## src/rtl/video_bus_settings.svh

```systemverilog
`ifndef VIDEO_BUS_SETTINGS_SVH
`define VIDEO_BUS_SETTINGS_SVH

// Visible frame in pixels
`define VB_FRAME_WIDTH 320
`define VB_FRAME_HEIGHT 240

// Four 8-bit pixel indices per VRAM word
`define VB_WORDS_PER_LINE 80

// VRAM geometry, one word per quad
`define VB_VRAM_WORDS 19200
`define VB_VRAM_AW 15

// Pending CPU writes to VRAM
`define VB_FIFO_DEPTH 16

// CPU byte addresses from here up hit the palette
`define VB_PALETTE_BASE 32'h0100_0000

`endif
```

## src/rtl/video_bus_pkg.sv

```systemverilog
package video_bus_pkg;

	// Wishbone classic master request
	typedef struct packed {
		logic cyc;
		logic stb;
		logic we;
		logic [31:0] adr;
		logic [31:0] dat;
		logic [30:0] spare;
	} wb_req_t;

	// VRAM word address and data waiting in the write FIFO
	typedef struct packed {
		logic [31:0] adr;
		logic [31:0] dat;
	} fifo_entry_t;

	typedef struct packed {
		logic [7:0] region;
		logic [21:0] word;
		logic [1:0] byte_off;
	} cpu_vram_addr_t;

	typedef struct packed {
		logic [7:0] region;
		logic [13:0] unused;
		logic [7:0] index;
		logic [1:0] byte_off;
	} cpu_pal_addr_t;

	// Region zero selects VRAM, anything above selects the palette
	typedef union packed {
		cpu_vram_addr_t vram;
		cpu_pal_addr_t pal;
	} cpu_addr_u;

endpackage

```

## src/rtl/write_fifo.sv

```systemverilog
`timescale 1ns/1ns

`include "video_bus_settings.svh"

module write_fifo (
	input logic i_clock,
	input logic i_rst_n,
	input logic i_push,
	input video_bus_pkg::fifo_entry_t i_push_data,
	input logic i_pop,
	output video_bus_pkg::fifo_entry_t o_pop_data,
	output logic o_empty,
	output logic o_full
);

	localparam int PW = $clog2(`VB_FIFO_DEPTH);
	localparam logic [PW:0] FULL_COUNT = `VB_FIFO_DEPTH;

	video_bus_pkg::fifo_entry_t entries [`VB_FIFO_DEPTH];

	logic [PW-1:0] wr_ptr;
	logic [PW-1:0] rd_ptr;
	logic [PW:0] count;
	logic do_push;
	logic do_pop;

	assign do_push = i_push && !o_full;
	assign do_pop = i_pop && !o_empty;

	always_ff @(posedge i_clock or negedge i_rst_n) begin
		if (!i_rst_n) begin
			wr_ptr <= '0;
			rd_ptr <= '0;
			count <= '0;
		end else begin
			// Pointers wrap naturally, depth is a power of two
			if (do_push)
				wr_ptr <= wr_ptr + 1'b1;
			if (do_pop)
				rd_ptr <= rd_ptr + 1'b1;
			if (do_push && !do_pop)
				count <= count + 1'b1;
			else if (do_pop && !do_push)
				count <= count - 1'b1;
		end
	end

	always_ff @(posedge i_clock) begin
		if (do_push)
			entries[wr_ptr] <= i_push_data;
	end

	// Head entry shows through while not empty
	assign o_pop_data = entries[rd_ptr];
	assign o_empty = (count == '0);
	assign o_full = (count == FULL_COUNT);

	no_overflow: assert property (@(posedge i_clock) disable iff (!i_rst_n)
		i_push |-> !o_full)
		else $error("write FIFO pushed while full");

	no_underflow: assert property (@(posedge i_clock) disable iff (!i_rst_n)
		i_pop |-> !o_empty)
		else $error("write FIFO popped while empty");

endmodule

```

## config.mk

```make
export PLATFORM = sky130hd
export DESIGN_NAME = write_fifo
export DESIGN_NICKNAME = d
export VERILOG_FILES = /design/src/rtl/video_bus_pkg.sv /design/src/rtl/write_fifo.sv
export VERILOG_INCLUDE_DIRS = /design/src /design/src/rtl
export SDC_FILE = /design/constraint.sdc
export NUM_CORES = 1
export LEC_CHECK = 0
export BUFFER_PORTS_ARGS = -buffer_cell sky130_fd_sc_hd__buf_2
export CAP_MARGIN = 20
export CORE_MARGIN = 3
export CORE_UTILIZATION = 35
export CTS_CLUSTER_DIAMETER = 40
export DETAILED_ROUTE_END_ITERATION = 6
export GPL_TIMING_DRIVEN = 0
export PLACE_DENSITY_LB_ADDON = 0.05
export SYNTH_ARGS = -nofsm -noshare
export SYNTH_HDL_FRONTEND = slang
export SYNTH_SLANG_ARGS = --single-unit
```

## constraint.sdc

```tcl
create_clock -name i_clock -period 5.9 [get_ports i_clock]
set_input_delay 0.885 -clock i_clock [delete_from_list [all_inputs] [get_ports i_clock]]
set_output_delay 0.885 -clock i_clock [all_outputs]
set_load 0.02 [all_outputs]
```

==> flow_summary.yaml <==
logic_synthesis:
  syn_inst: 1925
  yosysMostFrequentCell: "edfxtp_1"
  synth_area_per_cell_um2: 20.7
  synth_nets: 2003
  yosysTopAreaCellShare_pct: 77.2
  ys_seq_area_share_pct: 78.0
  synth_area_leaders: "edfxtp_1 77%, mux4_2 7.2%, mux2i_1 6.5%"
  synthFlopType: "edfxtp_1"
  async_reset_ff_share_pct: 1.25
  yosysTopAreaCell: "edfxtp_1"
  synthTopCellsByCount: "1024 x edfxtp_1, 257 x mux2i_1, 128 x a221oi_1, 128 x mux4_2, 76 x nand2_1"
  ys_ff_latch: 1037
  yosysWarnings: 0
  netlist_area_um2: 39800
  synth_edf_count: 1024
  synth_cell_types: 33
sta:
  rsz0062_at_grt: "false"
  maxSlewHeadroom_pct: 21.6
  hold_violations: 0
  final.period_utilization_pct: 74.8
  timing.fmax_mhz: 226
  drv_slew: 0
  fin_worst_skew_ps: 22.8
  fin_crit_ps: 4420
  setup_tns_ps: 0
  finalSetupViolCount: 0
  worstMarginPinSlew_ps: 1180
power:
  power_mw: 26.2
  power.leakage_nw: 16.5
  power.internal_mw: 17.5
  comb_power_share_pct: 31.1
  netSwitchingFraction_pct: 33.0
  clock_power_share_pct: 34.3
  power_density_nw_per_um2: 533
  seqPwrFrac_pct: 34.6
  ir_drop_mv: 0.256
  switchingPower_mw: 8.62
place:
  gp_congestion: 0.685
  port_buffers: 133
  dp_hpwl_mm: 69.5
detailed_routing:
  wl_per_cell_um: 27.0
  firstDrtPassIters: 5
  drc: 0
  vias: 20031
  postRouteAntennaNets: 0
  vias_per_cell: 5.12
  routed_wl_mm: 105
  drtIter0Drc: 1343
global_routing:
  antenna_found_initial: 15
  grt_pass1_vias: 21351
  grt_overflow_total: 0
  grt_max_degree: 24
  grt_first_pass_wirelength_mm: 152
  grt.total_usage_pct: 18.1
layout:
  drive_gt1_share_pct: 26.7
  nNetsFinal: 2354
  post-route-util_pct: 43.5
  area_delta_synth_final_pct: 23.1
  nFillCells: 9777
setup_path:
  crit_path_frequent_cell: "buf_2"
  critPathBufInv: 3
  crit_required_ps: 5020
  crit_path_top_delay_cell: "buf_1"
  crit_type: "reg2out"
  slowest_delay_ps: 840
  cp_top_family: "buffers and inverters"
  arrival_ps: 3530
  worstPathCellList: "buf_1 -> buf_2 -> mux4_2 -> a22oi_1 -> nand2_1 -> buf_2"
  cp-end-kind: "primary output"
  cp-start-kind: "flop"
  path_max_fanout: 10
  crit_start: "rd_ptr[1]$_DFFE_PN0P_"
  r2r_start: "count[0]$_DFFE_PN0P_"
floorplanning:
  fp.coreArea_um2: 113000
  fp.dieH_um: 343
  die-area_um2: 118000
  io-pin-count: 134
  start_util_pct: 35.3
  num_rows: 123
  dieWidth_um: 343
clocking:
  postCtsHoldBufs: 0
  cts_buffer_depth: 3
  cts_tree: "done"
  cts_resized: 0
  path_clk_slew_ps: 50
  cts_root_buffer: "clkbuf_16"
  cts_sinks: 1037
  cts_buffers: 153
  insertion_delay_ps: 730
  post-cts-setup-buffers: 0
  htreeDepth: 4
outcome:
  status: "finished, final reports clean"
hold_path:
  hold_class: "in2async"
flow_run:
  drv_cap: 0
## worst register-to-register path, cell delays in order, from the launching register on
cell and delay, ps:
dfrtp_1 450, or4_1 590, o21a_1 300, inv_2 150, ha_1 170, inv_1 110
fa_1 420, a21o_1 190, a21oi_1 180, mux2i_1 230, xnor2_1 140
## cell type report
class / instances / area [µm²] / share of cell area, %
antenna: 8 / 20.0 / 0.0408
buffer: 108 / 671 / 1.37
clock buffer: 183 / 4130 / 8.42
clock inverter: 101 / 1030 / 2.10
inverter: 5 / 18.8 / 0.0383
multi-input combinational: 775 / 8220 / 16.8
sequential: 1037 / 31100 / 63.3
tap: 1500 / 1880 / 3.83
timing repair buffer: 196 / 2020 / 4.11
## registers in the layout, indices dropped and copies added (netlist names)
| signal | flops |
|---|---|
| wr_ptr | 4 |
| rd_ptr | 4 |
| count | 5 |
| entries | 1024 |
## stage by stage
step,hold slack [ps],setup WS [ps],std cells,instance area [µm²]
after CTS,7.62,1380,3904,49000
after global routing,33.5,1350,3906,49000
final,55.2,1480,3913,49100
after detailed placement,532,2190,3620,43900
after floorplan,492,1320,1925,39900
after global placement,513,-2750,3558,42400
## power groups by stage
stage	logic (mW)	registers (mW)	clock network [mW]
floorplan	4.99	9.21	0
global placement	7.96	9.34	0
detailed placement	8.38	9.19	0
CTS	8.40	9.05	9.19
global route	8.80	9.09	9.54
finish	8.14	9.05	8.98
## cells in the final DEF (no fill, tap or decap), types with 3 or more instances in the layout
cell,count
clkbuf_1,69
clkbuf_16,161
clkinv_1,17
buf_4,11
nor2_1,3
nor2_4,12
dfrtp_1,13
bufinv_16,16
clkinv_2,25
buf_16,22
buf_2,144
buf_12,26
nand2_1,76
a221oi_1,128
inv_1,3
a22oi_1,64
inv_6,8
xnor2_1,9
buf_6,28
diode_2,8
buf_1,9
ha_1,9
mux2i_1,257
o21ai_0,67
clkinv_4,10
buf_8,15
edfxtp_1,1024
nor3_4,4
mux4_2,128
clkinvlp_4,23
## worst paths after layout
| check | to | slack (ps) | cells past startpoint |
|---|---|---|---|
| max | o_pop_data[57] | 1480 | 6 |
| min reg2reg | count[3]$_DFFE_PN0P_ | 550 | 2 |
| max reg2reg | count[4]$_DFFE_PN0P_ | 2900 | 10 |
| min in group i_clock | entries[1][8]$_DFFE_PP_ | 530 | 1 |
| max in group asynchronous | rd_ptr[0]$_DFFE_PN0P_ | 5580 | 1 |
| min | count[3]$_DFFE_PN0P_ | 60 | 1 |
## layer usage
layer / up-vias / global-route usage [%] / part of all wire (%)
li1: 8878 / - / -
met1: 10524 / 23.6 / 43
met2: 470 / 31.0 / 50
met3: 155 / 3.78 / 4.8
met4: 4 / 4.70 / 2.0
met5: - / 0 / 0.027
## logic make-up (layout without fill, tap and decap cells)
| family | after synthesis | in the layout | synth area share [%] |
|---|---|---|---|
| flops | 1037 | 1037 | 78.0 |
| mux | 386 | 386 | 13.7 |
| compound gates | 265 | 265 | 4.97 |
| buf+inv | 113 | 593 | 1.73 |
| simple gates | 104 | 104 | 1.05 |
| fa+ha+maj | 10 | 10 | 0.333 |
| xor+xnor | 10 | 10 | 0.220 |
| other cells | 0 | 8 | 0 |
No activity file was read; power rests on OpenSTA's default activity.
