### src/rtl/video_bus_settings.svh
`ifndef VIDEO_BUS_SETTINGS_SVH
`define VIDEO_BUS_SETTINGS_SVH

// Visible frame in pixels
`define VB_FRAME_WIDTH 320
`define VB_FRAME_HEIGHT 240

// Four 8-bit pixel indices per VRAM word
`define VB_WORDS_PER_LINE 80

// VRAM geometry, one word per quad
`define VB_VRAM_WORDS 19200
`define VB_VRAM_AW 15

// Pending CPU writes to VRAM
`define VB_FIFO_DEPTH 16

// CPU byte addresses from here up hit the palette
`define VB_PALETTE_BASE 32'h0100_0000

`endif
### src/rtl/video_bus_pkg.sv
package video_bus_pkg;

	// Wishbone classic master request
	typedef struct packed {
		logic cyc;
		logic stb;
		logic we;
		logic [31:0] adr;
		logic [31:0] dat;
		logic [30:0] spare;
	} wb_req_t;

	// VRAM word address and data waiting in the write FIFO
	typedef struct packed {
		logic [31:0] adr;
		logic [31:0] dat;
	} fifo_entry_t;

	typedef struct packed {
		logic [7:0] region;
		logic [21:0] word;
		logic [1:0] byte_off;
	} cpu_vram_addr_t;

	typedef struct packed {
		logic [7:0] region;
		logic [13:0] unused;
		logic [7:0] index;
		logic [1:0] byte_off;
	} cpu_pal_addr_t;

	// Region zero selects VRAM, anything above selects the palette
	typedef union packed {
		cpu_vram_addr_t vram;
		cpu_pal_addr_t pal;
	} cpu_addr_u;

endpackage

### src/rtl/cpu_port.sv
`timescale 1ns/1ns

`include "video_bus_settings.svh"

module cpu_port (
	input logic i_clock,
	input logic i_rst_n,
	input video_bus_pkg::wb_req_t i_cpu,
	output logic o_cpu_ack,
	input logic i_fifo_full,
	output logic o_push,
	output video_bus_pkg::fifo_entry_t o_push_data,
	output logic o_pal_we,
	output logic [7:0] o_pal_index,
	output logic [31:0] o_pal_data
);

	localparam logic [31:0] PALETTE_BASE = `VB_PALETTE_BASE;
	localparam logic [7:0] PALETTE_REGION = PALETTE_BASE[31:24];

	video_bus_pkg::cpu_addr_u cpu_addr;
	logic cycle_active;
	logic is_palette;

	assign cpu_addr = i_cpu.adr;
	assign cycle_active = i_cpu.cyc && i_cpu.stb;
	assign is_palette = (cpu_addr.vram.region >= PALETTE_REGION);

	always_ff @(posedge i_clock or negedge i_rst_n) begin
		if (!i_rst_n) begin
			o_cpu_ack <= 1'b0;
			o_push <= 1'b0;
			o_pal_we <= 1'b0;
		end else begin
			o_cpu_ack <= 1'b0;
			o_push <= 1'b0;
			o_pal_we <= 1'b0;
			// Skip the cycle already being acknowledged
			if (cycle_active && !o_cpu_ack) begin
				if (!i_cpu.we) begin
					// Reads are not supported, just complete the cycle
					o_cpu_ack <= 1'b1;
				end else if (is_palette) begin
					o_cpu_ack <= 1'b1;
					o_pal_we <= 1'b1;
				end else if (!i_fifo_full) begin
					o_cpu_ack <= 1'b1;
					o_push <= 1'b1;
				end
			end
		end
	end

	always_ff @(posedge i_clock) begin
		o_push_data.adr <= {10'd0, cpu_addr.vram.word};
		o_push_data.dat <= i_cpu.dat;
		o_pal_index <= cpu_addr.pal.index;
		o_pal_data <= i_cpu.dat;
	end

	single_ack: assert property (@(posedge i_clock) disable iff (!i_rst_n)
		o_cpu_ack |=> !o_cpu_ack)
		else $error("CPU ack held for more than one cycle");

endmodule

### config.mk
export PLATFORM = sky130hd
export DESIGN_NAME = cpu_port
export DESIGN_NICKNAME = d
export VERILOG_FILES = /design/src/rtl/video_bus_pkg.sv /design/src/rtl/cpu_port.sv
export VERILOG_INCLUDE_DIRS = /design/src /design/src/rtl
export SDC_FILE = /design/constraint.sdc
export NUM_CORES = 1
export LEC_CHECK = 0
export BUFFER_PORTS_ARGS = -buffer_cell sky130_fd_sc_hd__buf_2
export CAP_MARGIN = 20
export CORE_AREA = 2 2 79 81
export CTS_BUF_LIST = sky130_fd_sc_hd__clkbuf_16
export DETAILED_ROUTE_END_ITERATION = 8
export DIE_AREA = 0 0 81 83
export PLACE_DENSITY = 0.76
export SLEW_MARGIN = 10
export SYNTH_ARGS = -nofsm -noshare
export SYNTH_HDL_FRONTEND = slang
export SYNTH_SLANG_ARGS = --single-unit
### constraint.sdc
create_clock -name i_clock -period 1.05 [get_ports i_clock]
set_input_delay 0.21 -clock i_clock [delete_from_list [all_inputs] [get_ports i_clock]]
set_output_delay 0.21 -clock i_clock [all_outputs]
set_load 0.01 [all_outputs]
==> results.ini, run 1 <==
[status]
status=finished clean

[power_and_ir_drop]
leakage_nw=1.56
power_mw=5.74
irDropWorstVdd_mv=1.26
powerDensity_mw_per_mm2=1910

[grt]
use_met2_pct=23.7
met3_usage_pct=5.43
grt_pass1_wl_um=6470
antenna_found_initial=0
grt_max_degree=12
use_met1_pct=11.7
grt-ovfl-total=0
grt_pass1_vias=1443
grt_usage_pct=13.0
grt.busiest_layer=met2

[yosys]
syn_avg_cell_area_sq_um=13.8
yosysSeqAreaShare_pct=72.7
yosysUniqueCellTypes=10
netlist_instances=115
netlist_area_sq_mm=0.00159
synth-seq-cells=57
yosysWarnings=0

[cts]
clk_pin_slew_ns=0.05
clockBufferDepth=2
root_buffer=clkbuf_16
cts_buffers=9
cts.htree.levels=3
cts_tree=yes
clock_latency_ns=0.31
post_cts_buffers=0
cts_sinks=57

[sta]
setup_viol=0
period_needed_ns=1.04
fin_crit_sh_pct=99.1
tns_ns=0
finClkSkew_ns=0.00289
grt_setup_unrepaired=true
whs_ns=0.0103
slew_violations=0
setup_ws_ns=0.00973
finalHoldViolations=0
fmax_mhz=961

[cells_and_area]
final_common_cell=buf_2
area.growth.synth_to_final_pct=88.9
drive_above_1_share_pct=58.4
multi_input_area_sq_um=92.6
nets=404
ff_latch_area_sq_mm=0.00116
fill_cells=531
antenna_cells=0
final_cell_mix=buf_2, dfxtp_1, dlygate4sd3_1

[drt]
drtIter0Drc=25
vias_per_cell=3.72
firstDrtPassIters=3
antenna_left=0
drc=0
vias=1423
wl_per_cell_um=11.3
routed_wl_um=4340

[placement]
dpl.hpwl_um=2870
gp_congestion=0.739
port_buffers=164
pre_cts_slack_ns=-0.000925

[floorplanning]
io_pins=208
die_y_um=83
start_util_pct=27.3
dieArea_sq_mm=0.00672
fp.dieW_um=81
fp-row-count=28
core_sq_mm=0.00582

[hold_path]
worstHoldPathType=input port to register
hold_depth=1

[setup_path]
crit_type=register to output pin
worstRegToRegCells=2
cp_cell_sequence=buf_2
cp.arrival_ns=0.83
crit_slowest_cell=dfrtp_1
path_depth=1
critPathTopFamily=flip-flops
cp.required_ns=0.84
worst_setup_path_end_kind=output pin
cpPeakStageDelay_ns=0.38
cp_max_fo=3
cp_num_buf_inv=1
critPathLaunchType=register

[job]
max-cap-violations=0

stage by stage:
step | util (%) | std cells | area, sq um
floorplan | - | 124 | 1620
global placement | 37.3 | 314 | 2170
detailed placement | 37.3 | 314 | 2170
CTS | 51.5 | 383 | 3000
global route | 51.7 | 383 | 3000
finish | 51.7 | 383 | 3000
area by class of cell:
type                            count  share of cell area, %
Clock inverter                      7                   2.37
Timing Repair Buffer              218                   45.4
Tap cell                           75                   3.12
Sequential cell                    57                   38.5
Clock buffer                        9                   7.50
Multi-Input combinational cell     17                   3.08
flip-flops by register name, indices dropped and copies added, names as in the netlist:
name / flops
o_cpu_ack: 1
o_push_data: 15
o_push: 1
o_pal_index: 7
o_pal_we: 1
o_pal_data: 32
power breakdown:
part           total, mW  internal [mW]  switching [mW]
sequential          2.33           2.28          0.0422
clock               2.81           1.83           0.983
combinational      0.598          0.346           0.252
total               5.74           4.46            1.28
what timing repair did:
action                                  in CTS  in global routing
hold endpoints to repair                    55                  0
hold buffers                                53                  0
gates resized for setup                      0                  1
pin swaps                                    0                  0
endpoints found under the setup margin       1                  2
kinds of logic (layout without fill, tap and decap cells):
logic type / after synthesis / count (layout) / synth area share [%]
AO/OA/AOI/OAI: 2 / 2 / 0.865
other: 1 / 10 / 0.236
AND/OR/NAND/NOR: 5 / 5 / 2.60
flip-flops: 57 / 57 / 72.7
buffers and inverters: 50 / 234 / 23.6
synthesized netlist by cell type:
cell type / number / area share (%)
a21oi_1: 1 / 0.31
a41oi_1: 1 / 0.55
and4bb_2: 1 / 0.79
buf_4: 50 / 24
conb_1: 1 / 0.24
dfrtp_1: 3 / 4.7
dfxtp_1: 54 / 68
nand3b_1: 1 / 0.47
nand4b_1: 1 / 0.55
nor4_1: 2 / 0.79
final timing paths:
kind | slack (ns) | startpoint | end
max | 0.01 | o_cpu_ack | o_cpu_ack
min | 0.01 | i_cpu[49] | o_pal_data[18]
max reg2reg | 0.10 | o_cpu_ack | o_push
min reg2reg | 0.54 | o_cpu_ack | o_cpu_ack
max in group asynchronous | 0.72 | i_rst_n | o_push
min in group asynchronous | 0.22 | i_rst_n | o_pal_we
routing by layer:
| layer | part of all wire, % | vias up |
|---|---|---|
| li1 | - | 679 |
| met1 | 33 | 624 |
| met2 | 53 | 113 |
| met3 | 11 | 7 |
| met4 | 1.8 | 0 |
| met5 | 0 | - |
Note: power is estimated with default switching activity, not from simulation.
==> run 2, diff against run 1 <==
--- a/config.mk
+++ b/config.mk
@@ -13,6 +13,7 @@
 export DETAILED_ROUTE_END_ITERATION = 8
 export DIE_AREA = 0 0 81 83
 export PLACE_DENSITY = 0.76
+export REMOVE_ABC_BUFFERS = 1
 export SLEW_MARGIN = 10
 export SYNTH_ARGS = -nofsm -noshare
 export SYNTH_HDL_FRONTEND = slang
==> run 2 against run 1 <==
Combinational power rose by 0.8%. Sequential share of layout area is 0.69 points higher. Final cell count is 0.52% lower. Die area did not move. Clock power shrank 12%. Routed wire length grew 4.5%. Register-to-register slack improved by 0.02 ns. Count of clock-buffer cells in the layout unchanged. Global-route usage increased by 0.56 points. First-iteration DRC count is 44% higher.
==> results.ini, run 2 (synthesized netlist as in run 1, its figures left out) <==
[status]
status=finished clean

[floorplanning]
core_sq_mm=0.00582
start_util_pct=27.3
dieArea_sq_mm=0.00672
fp-row-count=28
fp.dieW_um=81
die_y_um=83
io_pins=208

[setup_path]
cp_max_fo=3
cp_cell_sequence=buf_2
cp.arrival_ns=0.83
critPathTopFamily=flip-flops
critPathLaunchType=register
startpoint=o_cpu_ack
rr_startpoint=o_cpu_ack
worst_setup_path_end_kind=output pin
cpPeakStageDelay_ns=0.37
crit_type=register to output pin
cp.required_ns=0.84
crit_slowest_cell=dfrtp_1
cp_num_buf_inv=1

[cts]
post_cts_buffers=0
clockBufferDepth=2
cts_sinks=57
clock_latency_ns=0.31
clk_pin_slew_ns=0.05
cts.htree.levels=3
root_buffer=clkbuf_16
cts_tree=yes
cts_buffers=9

[cells_and_area]
largest_reg_flops=32
final_cell_mix=buf_2, dlygate4sd3_1, dfxtp_1
antenna_cells=0
final_common_cell=buf_2
top_regs=o_pal_data x32, o_push_data x15, o_pal_index x7
area.growth.synth_to_final_pct=86.0
top_register=o_pal_data
fill_cells=529
drive_above_1_share_pct=59.2
nets=403

[drt]
wl_per_cell_um=11.9
drtIter0Drc=36
firstDrtPassIters=6
vias_per_cell=3.78
routed_wl_um=4540
antenna_left=0
vias=1439
drc=0

[power_and_ir_drop]
p_switching_mw=1.21
switching_share_pct=22.4
intPower_mw=4.19
powerDensity_mw_per_mm2=1830
power_mw=5.40
irDropWorstVdd_mv=0.858
leakage_nw=1.53
clkPwrFrac_pct=45.7
sequentialPowerShare_pct=43.2
pwr-share-comb_pct=11.2

[placement]
pre_cts_slack_ns=-0.0405
gp_congestion=0.683
dpl.hpwl_um=3120
port_buffers=164

[sta]
setup_ws_ns=0.0126
fmax_mhz=964
period_needed_ns=1.04
setup_viol=0
slew_violations=0
whs_ns=0.0176
finalHoldViolations=0
grt_setup_unrepaired=true
fin_crit_sh_pct=98.8
finClkSkew_ns=0.00163

[grt]
grt_usage_pct=13.6
grt_pass1_wl_um=6610
grt-ovfl-total=0
grt_pass1_vias=1462
antenna_found_initial=0
grt_max_degree=11

[job]
max-cap-violations=0

[hold_path]
worstHoldPathType=input port to register
hp-start=i_cpu[50]

## run 2: final cells by class
class                           instances  area [sq um]  area share, %
Timing Repair Buffer                  217          1350           45.7
Clock buffer                            9           225           7.61
Multi-Input combinational cell         17          92.6           3.13
Sequential cell                        57          1160           39.2
Tap cell                               75          93.8           3.17
Clock inverter                          6          36.3           1.23
## run 2: path summary, 6_finish.rpt
kind / to / slack, ns / cells after the start
worst max-delay path: o_cpu_ack / 0.01 / 1
worst min-delay path: o_pal_data[19] / 0.02 / 1
worst max register to register: o_push / 0.12 / 2
worst min register to register: o_cpu_ack / 0.54 / 2
max in group asynchronous: o_push / 0.70 / 2
min in group asynchronous: o_cpu_ack / 0.24 / 2
## run 2: power groups by stage
| stage | Combinational (mW) | Clock (mW) | Sequential, mW |
|---|---|---|---|
| floorplan | 0.0233 | 0 | 2.48 |
| global placement | 0.439 | 0 | 2.37 |
| detailed placement | 0.446 | 0 | 2.37 |
| CTS | 0.599 | 2.54 | 2.33 |
| global route | 0.652 | 2.67 | 2.34 |
| finish | 0.603 | 2.47 | 2.33 |
## run 2: metal layers
layer / track usage [%] / part of all wire (%)
met1: 12.4 / 34
met4: 9.09 / 2.7
met5: 0 / 0
met2: 23.7 / 51
met3: 5.76 / 12
## run 2: stage by stage
step,std cells,area (sq um),setup TNS [ns],util (%)
global placement,313,2160,-0.0174,37.2
finish,381,2960,0,50.9
global route,381,2960,-0.0347,50.9
floorplan,74,1250,0,-
CTS,381,2960,-0.000178,50.8
detailed placement,313,2160,-0.0711,37.2
## run 2: what timing repair did
action	4_1_cts	5_1_grt
gates resized for setup	0	2
hold buffers	53	0
endpoints found under the hold margin	55	0
endpoints found under the setup margin	1	5
