<file path="src/rtl/video_bus_settings.svh">
`ifndef VIDEO_BUS_SETTINGS_SVH
`define VIDEO_BUS_SETTINGS_SVH

// Visible frame in pixels
`define VB_FRAME_WIDTH 320
`define VB_FRAME_HEIGHT 240

// Four 8-bit pixel indices per VRAM word
`define VB_WORDS_PER_LINE 80

// VRAM geometry, one word per quad
`define VB_VRAM_WORDS 19200
`define VB_VRAM_AW 15

// Pending CPU writes to VRAM
`define VB_FIFO_DEPTH 16

// CPU byte addresses from here up hit the palette
`define VB_PALETTE_BASE 32'h0100_0000

`endif
</file>
<file path="src/rtl/video_bus_pkg.sv">
package video_bus_pkg;

	// Wishbone classic master request
	typedef struct packed {
		logic cyc;
		logic stb;
		logic we;
		logic [31:0] adr;
		logic [31:0] dat;
		logic [30:0] spare;
	} wb_req_t;

	// VRAM word address and data waiting in the write FIFO
	typedef struct packed {
		logic [31:0] adr;
		logic [31:0] dat;
	} fifo_entry_t;

	typedef struct packed {
		logic [7:0] region;
		logic [21:0] word;
		logic [1:0] byte_off;
	} cpu_vram_addr_t;

	typedef struct packed {
		logic [7:0] region;
		logic [13:0] unused;
		logic [7:0] index;
		logic [1:0] byte_off;
	} cpu_pal_addr_t;

	// Region zero selects VRAM, anything above selects the palette
	typedef union packed {
		cpu_vram_addr_t vram;
		cpu_pal_addr_t pal;
	} cpu_addr_u;

endpackage

</file>
<file path="src/rtl/vram_sequencer.sv">
`timescale 1ns/1ns

`include "video_bus_settings.svh"

module vram_sequencer (
	input logic i_clock,
	input logic i_rst_n,
	input logic i_video_request,
	input logic [8:0] i_pos_x,
	input logic [7:0] i_pos_y,
	input logic i_fifo_empty,
	input video_bus_pkg::fifo_entry_t i_fifo_data,
	output logic o_pop,
	output video_bus_pkg::wb_req_t o_mem,
	input logic i_mem_ack,
	input logic [31:0] i_mem_rdata,
	output logic [31:0] o_quad
);

	typedef enum logic [1:0] {
		SEQ_IDLE,
		SEQ_DRAIN,
		SEQ_FETCH,
		SEQ_HOLD
	} seq_state_t;

	seq_state_t state;

	video_bus_pkg::fifo_entry_t drain_entry;
	logic [31:0] fetch_adr;
	logic [31:0] next_quad;
	logic [31:0] quad;

	logic [9:0] x_ahead;
	logic [31:0] issue_adr;
	logic fetch_start;
	logic drain_start;
	logic fetch_ack;

	// Quad starting two pixels ahead of the current one
	assign x_ahead = {1'b0, i_pos_x} + 10'd2;
	assign issue_adr = 32'(i_pos_y) * 32'(`VB_WORDS_PER_LINE) + 32'(x_ahead[9:2]);

	assign fetch_start = (state == SEQ_IDLE) && i_video_request &&
		(x_ahead[1:0] == 2'd0) && (x_ahead < 10'(`VB_FRAME_WIDTH));
	assign drain_start = (state == SEQ_IDLE) && !i_video_request && !i_fifo_empty;
	assign fetch_ack = (state == SEQ_FETCH) && i_mem_ack;

	assign o_pop = drain_start;

	always_ff @(posedge i_clock or negedge i_rst_n) begin
		if (!i_rst_n) begin
			state <= SEQ_IDLE;
		end else begin
			case (state)
				SEQ_IDLE: begin
					if (fetch_start)
						state <= SEQ_FETCH;
					else if (drain_start)
						state <= SEQ_DRAIN;
				end
				SEQ_DRAIN: begin
					// Finishes even if a line has started meanwhile
					if (i_mem_ack)
						state <= SEQ_IDLE;
				end
				SEQ_FETCH: begin
					if (i_mem_ack)
						state <= SEQ_HOLD;
				end
				default: begin
					// Wait until the quad boundary is behind us
					if (!i_video_request || i_pos_x[1:0] == 2'd0)
						state <= SEQ_IDLE;
				end
			endcase
		end
	end

	always_ff @(posedge i_clock) begin
		if (drain_start)
			drain_entry <= i_fifo_data;
		if (fetch_start)
			fetch_adr <= issue_adr;
		if (fetch_ack)
			next_quad <= i_mem_rdata;
		// The word normally lands on the boundary edge itself
		if (i_video_request && i_pos_x[1:0] == 2'd3)
			quad <= fetch_ack ? i_mem_rdata : next_quad;
	end

	// Fetch goes out in the issuing pixel, then held from fetch_adr
	always_comb begin
		o_mem = '0;
		if (fetch_start) begin
			o_mem.cyc = 1'b1;
			o_mem.stb = 1'b1;
			o_mem.adr = issue_adr;
		end else if (state == SEQ_FETCH) begin
			o_mem.cyc = 1'b1;
			o_mem.stb = 1'b1;
			o_mem.adr = fetch_adr;
		end else if (state == SEQ_DRAIN) begin
			o_mem.cyc = 1'b1;
			o_mem.stb = 1'b1;
			o_mem.we = 1'b1;
			o_mem.adr = drain_entry.adr;
			o_mem.dat = drain_entry.dat;
		end
	end

	assign o_quad = quad;

	mem_req_stable: assert property (@(posedge i_clock) disable iff (!i_rst_n)
		(o_mem.cyc && o_mem.stb && !i_mem_ack) |=>
		(o_mem.cyc && o_mem.stb && $stable(o_mem.we) &&
		$stable(o_mem.adr) && $stable(o_mem.dat)))
		else $error("VRAM request changed before acknowledge");

	scan_in_frame: assert property (@(posedge i_clock) disable iff (!i_rst_n)
		i_video_request |->
		(i_pos_x < `VB_FRAME_WIDTH) && (i_pos_y < `VB_FRAME_HEIGHT))
		else $error("scan position outside the frame");

endmodule

</file>
<file path="config.mk">
export PLATFORM = sky130hd
export DESIGN_NAME = vram_sequencer
export DESIGN_NICKNAME = d
export VERILOG_FILES = /design/src/rtl/video_bus_pkg.sv /design/src/rtl/vram_sequencer.sv
export VERILOG_INCLUDE_DIRS = /design/src /design/src/rtl
export SDC_FILE = /design/constraint.sdc
export NUM_CORES = 1
export LEC_CHECK = 0
export BUFFER_PORTS_ARGS = -buffer_cell sky130_fd_sc_hd__buf_4
export CAP_MARGIN = 20
export CORE_MARGIN = 3
export CORE_UTILIZATION = 30
export DETAILED_ROUTE_END_ITERATION = 8
export SYNTH_ARGS = -nofsm -noshare
export SYNTH_HDL_FRONTEND = slang
export SYNTH_SLANG_ARGS = --single-unit
export TNS_END_PERCENT = 5
</file>
<file path="constraint.sdc">
create_clock -name i_clock -period 7.75 [get_ports i_clock]
set_input_delay 1.55 -clock i_clock [delete_from_list [all_inputs] [get_ports i_clock]]
set_output_delay 1.55 -clock i_clock [all_outputs]
set_load 0.01 [all_outputs]
</file>
==> results of run 1 <==
## kinds of logic (layout without fill, tap and decap cells)
family                     Yosys count  in the layout  synth area share
AOI/OAI and AO/OA                   60             60            0.0689
xor gates and xnor gates            13             13            0.0181
adders and majority gates           23             23            0.0480
buffers and inverters               61            261            0.0617
DFF                                146            146             0.643
muxes                               34             34            0.0603
other                                1             32          0.000595
and+or+nand+nor                    107            107            0.0992
## power groups by stage
stage / sequential [W] / combinational (W) / clock, W
after floorplan: 0.00109 / 0.000515 / 0
after global routing: 0.00109 / 0.000975 / 0.000876
after global placement: 0.00108 / 0.000864 / 0
final: 0.00107 / 0.000887 / 0.000819
after detailed placement: 0.00109 / 0.000904 / 0
after CTS: 0.00107 / 0.000904 / 0.000846
## per-layer routing
| layer | wire length, µm | share of wire | vias to the layer above |
|---|---|---|---|
| li1 | - | - | 2055 |
| met4 | 155 | 0.0097 | 0 |
| met2 | 8100 | 0.51 | 179 |
| met3 | 1700 | 0.11 | 14 |
| met1 | 5950 | 0.37 | 2079 |
| met5 | 0 | 0 | - |
## per-stage QoR
stage	hold slack [ps]	total power (W)	instance area, µm²	util
2_1_floorplan	446	0.00160	6420	-
3_3_place_gp	451	0.00195	8070	0.395
3_5_place_dp	459	0.00199	8100	0.396
4_1_cts	475	0.00282	8700	0.426
5_1_grt	486	0.00294	8700	0.426
6_report	472	0.00278	8700	0.426
## final timing paths
| kind | slack (ps) | cells after the start | from | to |
|---|---|---|---|---|
| worst max-delay path | 1610 | 10 | i_pos_x[1] | o_mem[74] |
| worst min-delay path | 470 | 1 | next_quad[6] | next_quad[6] |
| worst max register to register | 4790 | 7 | state[0] | fetch_adr[7] |
| worst min register to register | 470 | 1 | next_quad[6] | next_quad[6] |
| max in group asynchronous | 6760 | 1 | i_rst_n | state[1] |
| min in group asynchronous | 900 | 1 | i_rst_n | state[0] |
## registers in the layout (all words and copies together), names as in the netlist
register / cells
fetch_adr: 16
next_quad: 32
o_quad: 32
state: 2
drain_entry: 64
## worst reg2reg max path, stage by stage (launching register included)
cell and delay [ps]:
dfrtp_1 420, inv_1 100, ha_1 190, nand4b_1 130, a41o_1 220, a31o_2 490
inv_1 670, buf_4 400
## synthesized netlist by cell type (5+ instances only)
| cell | count | area share |
|---|---|---|
| edfxtp_1 | 112 | 0.53 |
| and3_1 | 50 | 0.050 |
| buf_4 | 32 | 0.038 |
| dfxtp_1 | 32 | 0.10 |
| mux2_2 | 32 | 0.057 |
| ha_1 | 21 | 0.042 |
| nand2_1 | 18 | 0.011 |
| clkbuf_1 | 15 | 0.0089 |
| o21ai_0 | 13 | 0.010 |
| a22oi_1 | 9 | 0.011 |
| nor2_1 | 9 | 0.0054 |
| xnor2_1 | 8 | 0.011 |
| inv_1 | 7 | 0.0042 |
| a21oi_1 | 5 | 0.0040 |
| a221o_1 | 5 | 0.0079 |
| xor2_1 | 5 | 0.0069 |
## final cells by class
cell class | count | area [µm²]
clock buffers | 19 | 454
clock inverters | 13 | 141
fillers | 1964 | 11700
inverters | 7 | 26.3
multi-input cells | 269 | 2000
flip-flops and latches | 146 | 4050
well taps | 270 | 338
repair buffers | 222 | 1690
==> results.yml, run 1 <==
status:
  status: "finished, final reports clean"
timing:
  finalSetupTns_ps: 0
  fin_crit_ps: 6140
  finalCritPeriodShare: 0.793
  tightest_slew_ps: 947
  slew_headroom: 0.369
  skew_ps: 10.8
  max_freq_mhz: 163
  setup_viol: 0
  slew_violations: 0
  hold_viol_final: 0
  setup_ws_ps: 1610
  grt_setup_unrepaired: "no"
cts:
  path_clk_slew_ps: 60
  cts_resized: 0
  cts_setup_buffers: 0
  clock_sinks: 146
  clock_latency_ps: 410
  cts_hold_buf: 0
  cts_buffer_depth: 2
  numCtsBuffers: 17
  clock-root-buffer: "clkbuf_16"
  cts_tree: "done"
  htree_num_levels: 4
global_route:
  gr-total-overflow: 0
  use_met2: 0.235
  grt_start_max_net_pins: 66
  grt_pass1_wl_mm: 24.2
  antenna_found_initial: 0
  grt_pass1_vias: 4419
  busiest_layer: "met2"
  grtUsageMet1: 0.156
  met3_usage: 0.0703
  grtUsageTotal: 0.139
critical_path:
  cp.required_ps: 6200
  start_kind: "input port"
  slowest_stage: "a31o_2"
  max_stage_delay_ps: 690
  crit_top_cell: "buf_4"
  path_cells: "buf_4 -> ha_1 -> a41oi_1 -> a41o_1 -> a31o_2 -> inv_1 -> buf_4 -> a221o_1 -> o21a_1 -> buf_4"
  crit_family: "compound AO/OA/AOI/OAI gates"
  crit_type: "input port to primary output"
  crit_fanout: 56
  cp-end-kind: "primary output"
  critPathBufInv: 4
  arrival_ps: 4590
power:
  clkPwrFrac: 0.295
  p_sw_frac: 0.297
  p_per_area_nw_per_um2: 319
  p_leak_nw: 3.77
  p_seq_frac: 0.386
  p_int_w: 0.00195
  peakVddDrop_mv: 0.164
  power_frac_comb: 0.319
  switching_power_w: 0.000825
cells_and_area:
  layout.nets: 804
  layout_commonest_cell: "buf_4"
  drive_above_1_share: 0.442
  final_cells: 946
  layout_common_cells: "buf_4 (221), edfxtp_1 (112), and3_1 (50)"
  syn_to_final_growth_pct: 38.0
  antennaDiodeCount: 0
detailed_routing:
  drc: 0
  avgRoutedWirePerCell_um: 16.8
  ant_nets: 0
  drt-total-wl_mm: 15.9
  via_per_inst: 4.57
  vias: 4327
  drtPass1Iterations: 4
  drt_iter0_drc: 180
synthesis:
  synth_async_sr_flop_share: 0.0137
  ys_seq_elements: 146
  ys.flop_type: "edfxtp_1"
  netlist_area_um2: 6300
  synth_seq_area_share: 0.643
  syn_inst: 445
  syn_avg_cell_area_um2: 14.2
  yosysUniqueCellTypes: 54
  ys.warnings.count: 0
  synth_edf_count: 112
placement:
  post-place-ws_ps: 1570
  placedCellCount: 914
  gp_congestion: 0.768
  port_buffers: 217
  hpwl_mm: 11.8
floorplan:
  core_area_um2: 20400
  die_w_um: 151
  initial_utilization: 0.309
  die-area_um2: 22800
  row_count: 52
  fp.dieH_um: 151
  io_pins: 249
min_path:
  min_path_type: "register to register"
job:
  drv_cap: 0
Note: power is estimated with default switching activity, not from simulation.
==> run 2: changes to the inputs <==
- clock period: 7.75 -> 5.7 ns (I/O delays scaled with it)
==> run 2 against run 1 <==
Against the previous run:
- first-iteration DRC count fell by 9.4%
- largest power group unchanged
- sequential share of layout area fell by 0.11 points
- critical endpoint is now o_mem[76]
- non-clock buffer count rose by 3
- routed wire length rose by 1.2%
- die area did not move
==> results.yml, run 2 (same netlist as run 1, synthesis figures left out) <==
critical_path:
  crit_family: "simple AND/OR/NAND/NOR gates"
  slowest_stage: "or4_4"
  critPathBufInv: 2
  r2r-end: "state[0]"
  rr_startpoint: "state[0]"
  r2r_setup_slack_ps: 3090
  arrival_ps: 3890
  reg2reg_depth: 9
  cp.required_ps: 4560
  cp-end-kind: "primary output"
  crit_fanout: 3
  start_kind: "input port"
  crit_type: "input port to primary output"
  path_cells: "buf_4 -> ha_1 -> ha_1 -> fa_1 -> a211oi_1 -> nor2_1 -> or2_2 -> or4_4 -> a31oi_1 -> buf_4"
  max_stage_delay_ps: 540
cts:
  cts_setup_buffers: 0
  clock_latency_ps: 420
  numCtsBuffers: 17
  cts_hold_buf: 0
  cts_tree: "done"
  cts_resized: 0
  clock_sinks: 146
  clock-root-buffer: "clkbuf_16"
  cts_buffer_depth: 2
  path_clk_slew_ps: 60
  htree_num_levels: 4
timing:
  tightest_slew_ps: 1060
  fin_crit_ps: 5030
  finalCritPeriodShare: 0.883
  slew_violations: 0
  finalSetupTns_ps: 0
  grt_setup_unrepaired: "no"
  setup_ws_ps: 668
  setup_viol: 0
  slew_headroom: 0.293
  hold_viol_final: 0
  max_freq_mhz: 199
  skew_ps: 12.0
min_path:
  min_path_type: "register to register"
  hold_end: "next_quad[16]"
  hp-start: "next_quad[16]"
  min_path_cells: 1
cells_and_area:
  largest_reg_flops: 64
  layout.nets: 807
  antennaDiodeCount: 0
  syn_to_final_growth_pct: 38.3
  layout_commonest_cell: "buf_4"
  final_cell_area_um2: 8720
  drive_above_1_share: 0.446
  layout_common_cells: "buf_4 (224), edfxtp_1 (112), and3_1 (50)"
  largest-register: "drain_entry"
power:
  p_seq_frac: 0.383
  p_sw_frac: 0.304
  clkPwrFrac: 0.297
  switching_power_w: 0.00115
  p_int_w: 0.00264
  power_frac_comb: 0.320
  p_leak_nw: 3.79
  p_per_area_nw_per_um2: 436
  peakVddDrop_mv: 0.279
status:
  status: "finished, final reports clean"
detailed_routing:
  avgRoutedWirePerCell_um: 17.0
  via_per_inst: 4.57
  ant_nets: 0
  drtPass1Iterations: 4
  drt_iter0_drc: 163
  drc: 0
  vias: 4341
  drt-total-wl_mm: 16.1
global_route:
  grtUsageTotal: 0.142
  gr-total-overflow: 0
  antenna_found_initial: 0
  grt_pass1_wl_mm: 24.5
  grt_pass1_vias: 4540
  grt_start_max_net_pins: 56
floorplan:
  core_area_um2: 20400
  die-area_um2: 22800
  io_pins: 249
  die_w_um: 151
  row_count: 52
  fp.dieH_um: 151
  initial_utilization: 0.309
placement:
  placed_area_um2: 8120
  hpwl_mm: 12.0
  gp_congestion: 0.817
  post-place-ws_ps: 677
  port_buffers: 217
job:
  drv_cap: 0
## run 2: per-stage QoR
stage,hold slack (ps),utilization,instances,power (W)
CTS,465,0.427,949,0.00386
detailed placement,458,0.397,917,0.00272
global placement,451,0.396,916,0.00265
global route,468,0.427,949,0.00401
finish,472,0.427,949,0.00380
floorplan,446,-,476,0.00218
## run 2: layout make-up
class / instances / area (µm²)
Clock buffer: 18 / 439
Sequential cell: 146 / 4050
Multi-Input combinational cell: 269 / 2000
Timing Repair Buffer: 225 / 1700
Clock inverter: 14 / 161
Fill cell: 1958 / 11700
Tap cell: 270 / 338
Inverter: 7 / 26.3
## run 2: power by group through the flow
stage | registers (W) | logic [W] | clock network [W]
2_1_floorplan | 0.00148 | 0.000700 | 0
3_3_place_gp | 0.00147 | 0.00118 | 0
3_5_place_dp | 0.00148 | 0.00124 | 0
4_1_cts | 0.00146 | 0.00124 | 0.00116
5_1_grt | 0.00148 | 0.00133 | 0.00121
6_report | 0.00145 | 0.00121 | 0.00113
## run 2: routing by layer
| layer | global-route usage | share of wire |
|---|---|---|
| met2 | 0.241 | 0.50 |
| met5 | 0 | 0 |
| met1 | 0.157 | 0.38 |
| met3 | 0.0700 | 0.10 |
| met4 | 0.0413 | 0.015 |
## run 2: how the worst max path moves through the flow
| stage | end | depth (start not counted) | slack [ps] | from |
|---|---|---|---|---|
| finish | o_mem[76] | 10 | 670 | i_pos_y[1] |
| global placement | o_mem[76] | 10 | 660 | i_pos_y[1] |
| detailed placement | o_mem[76] | 10 | 680 | i_pos_y[1] |
| CTS | o_mem[76] | 10 | 670 | i_pos_y[1] |
| floorplan | o_pop | 1 | 780 | i_video_request |
| global route | o_mem[76] | 10 | 460 | i_pos_y[1] |
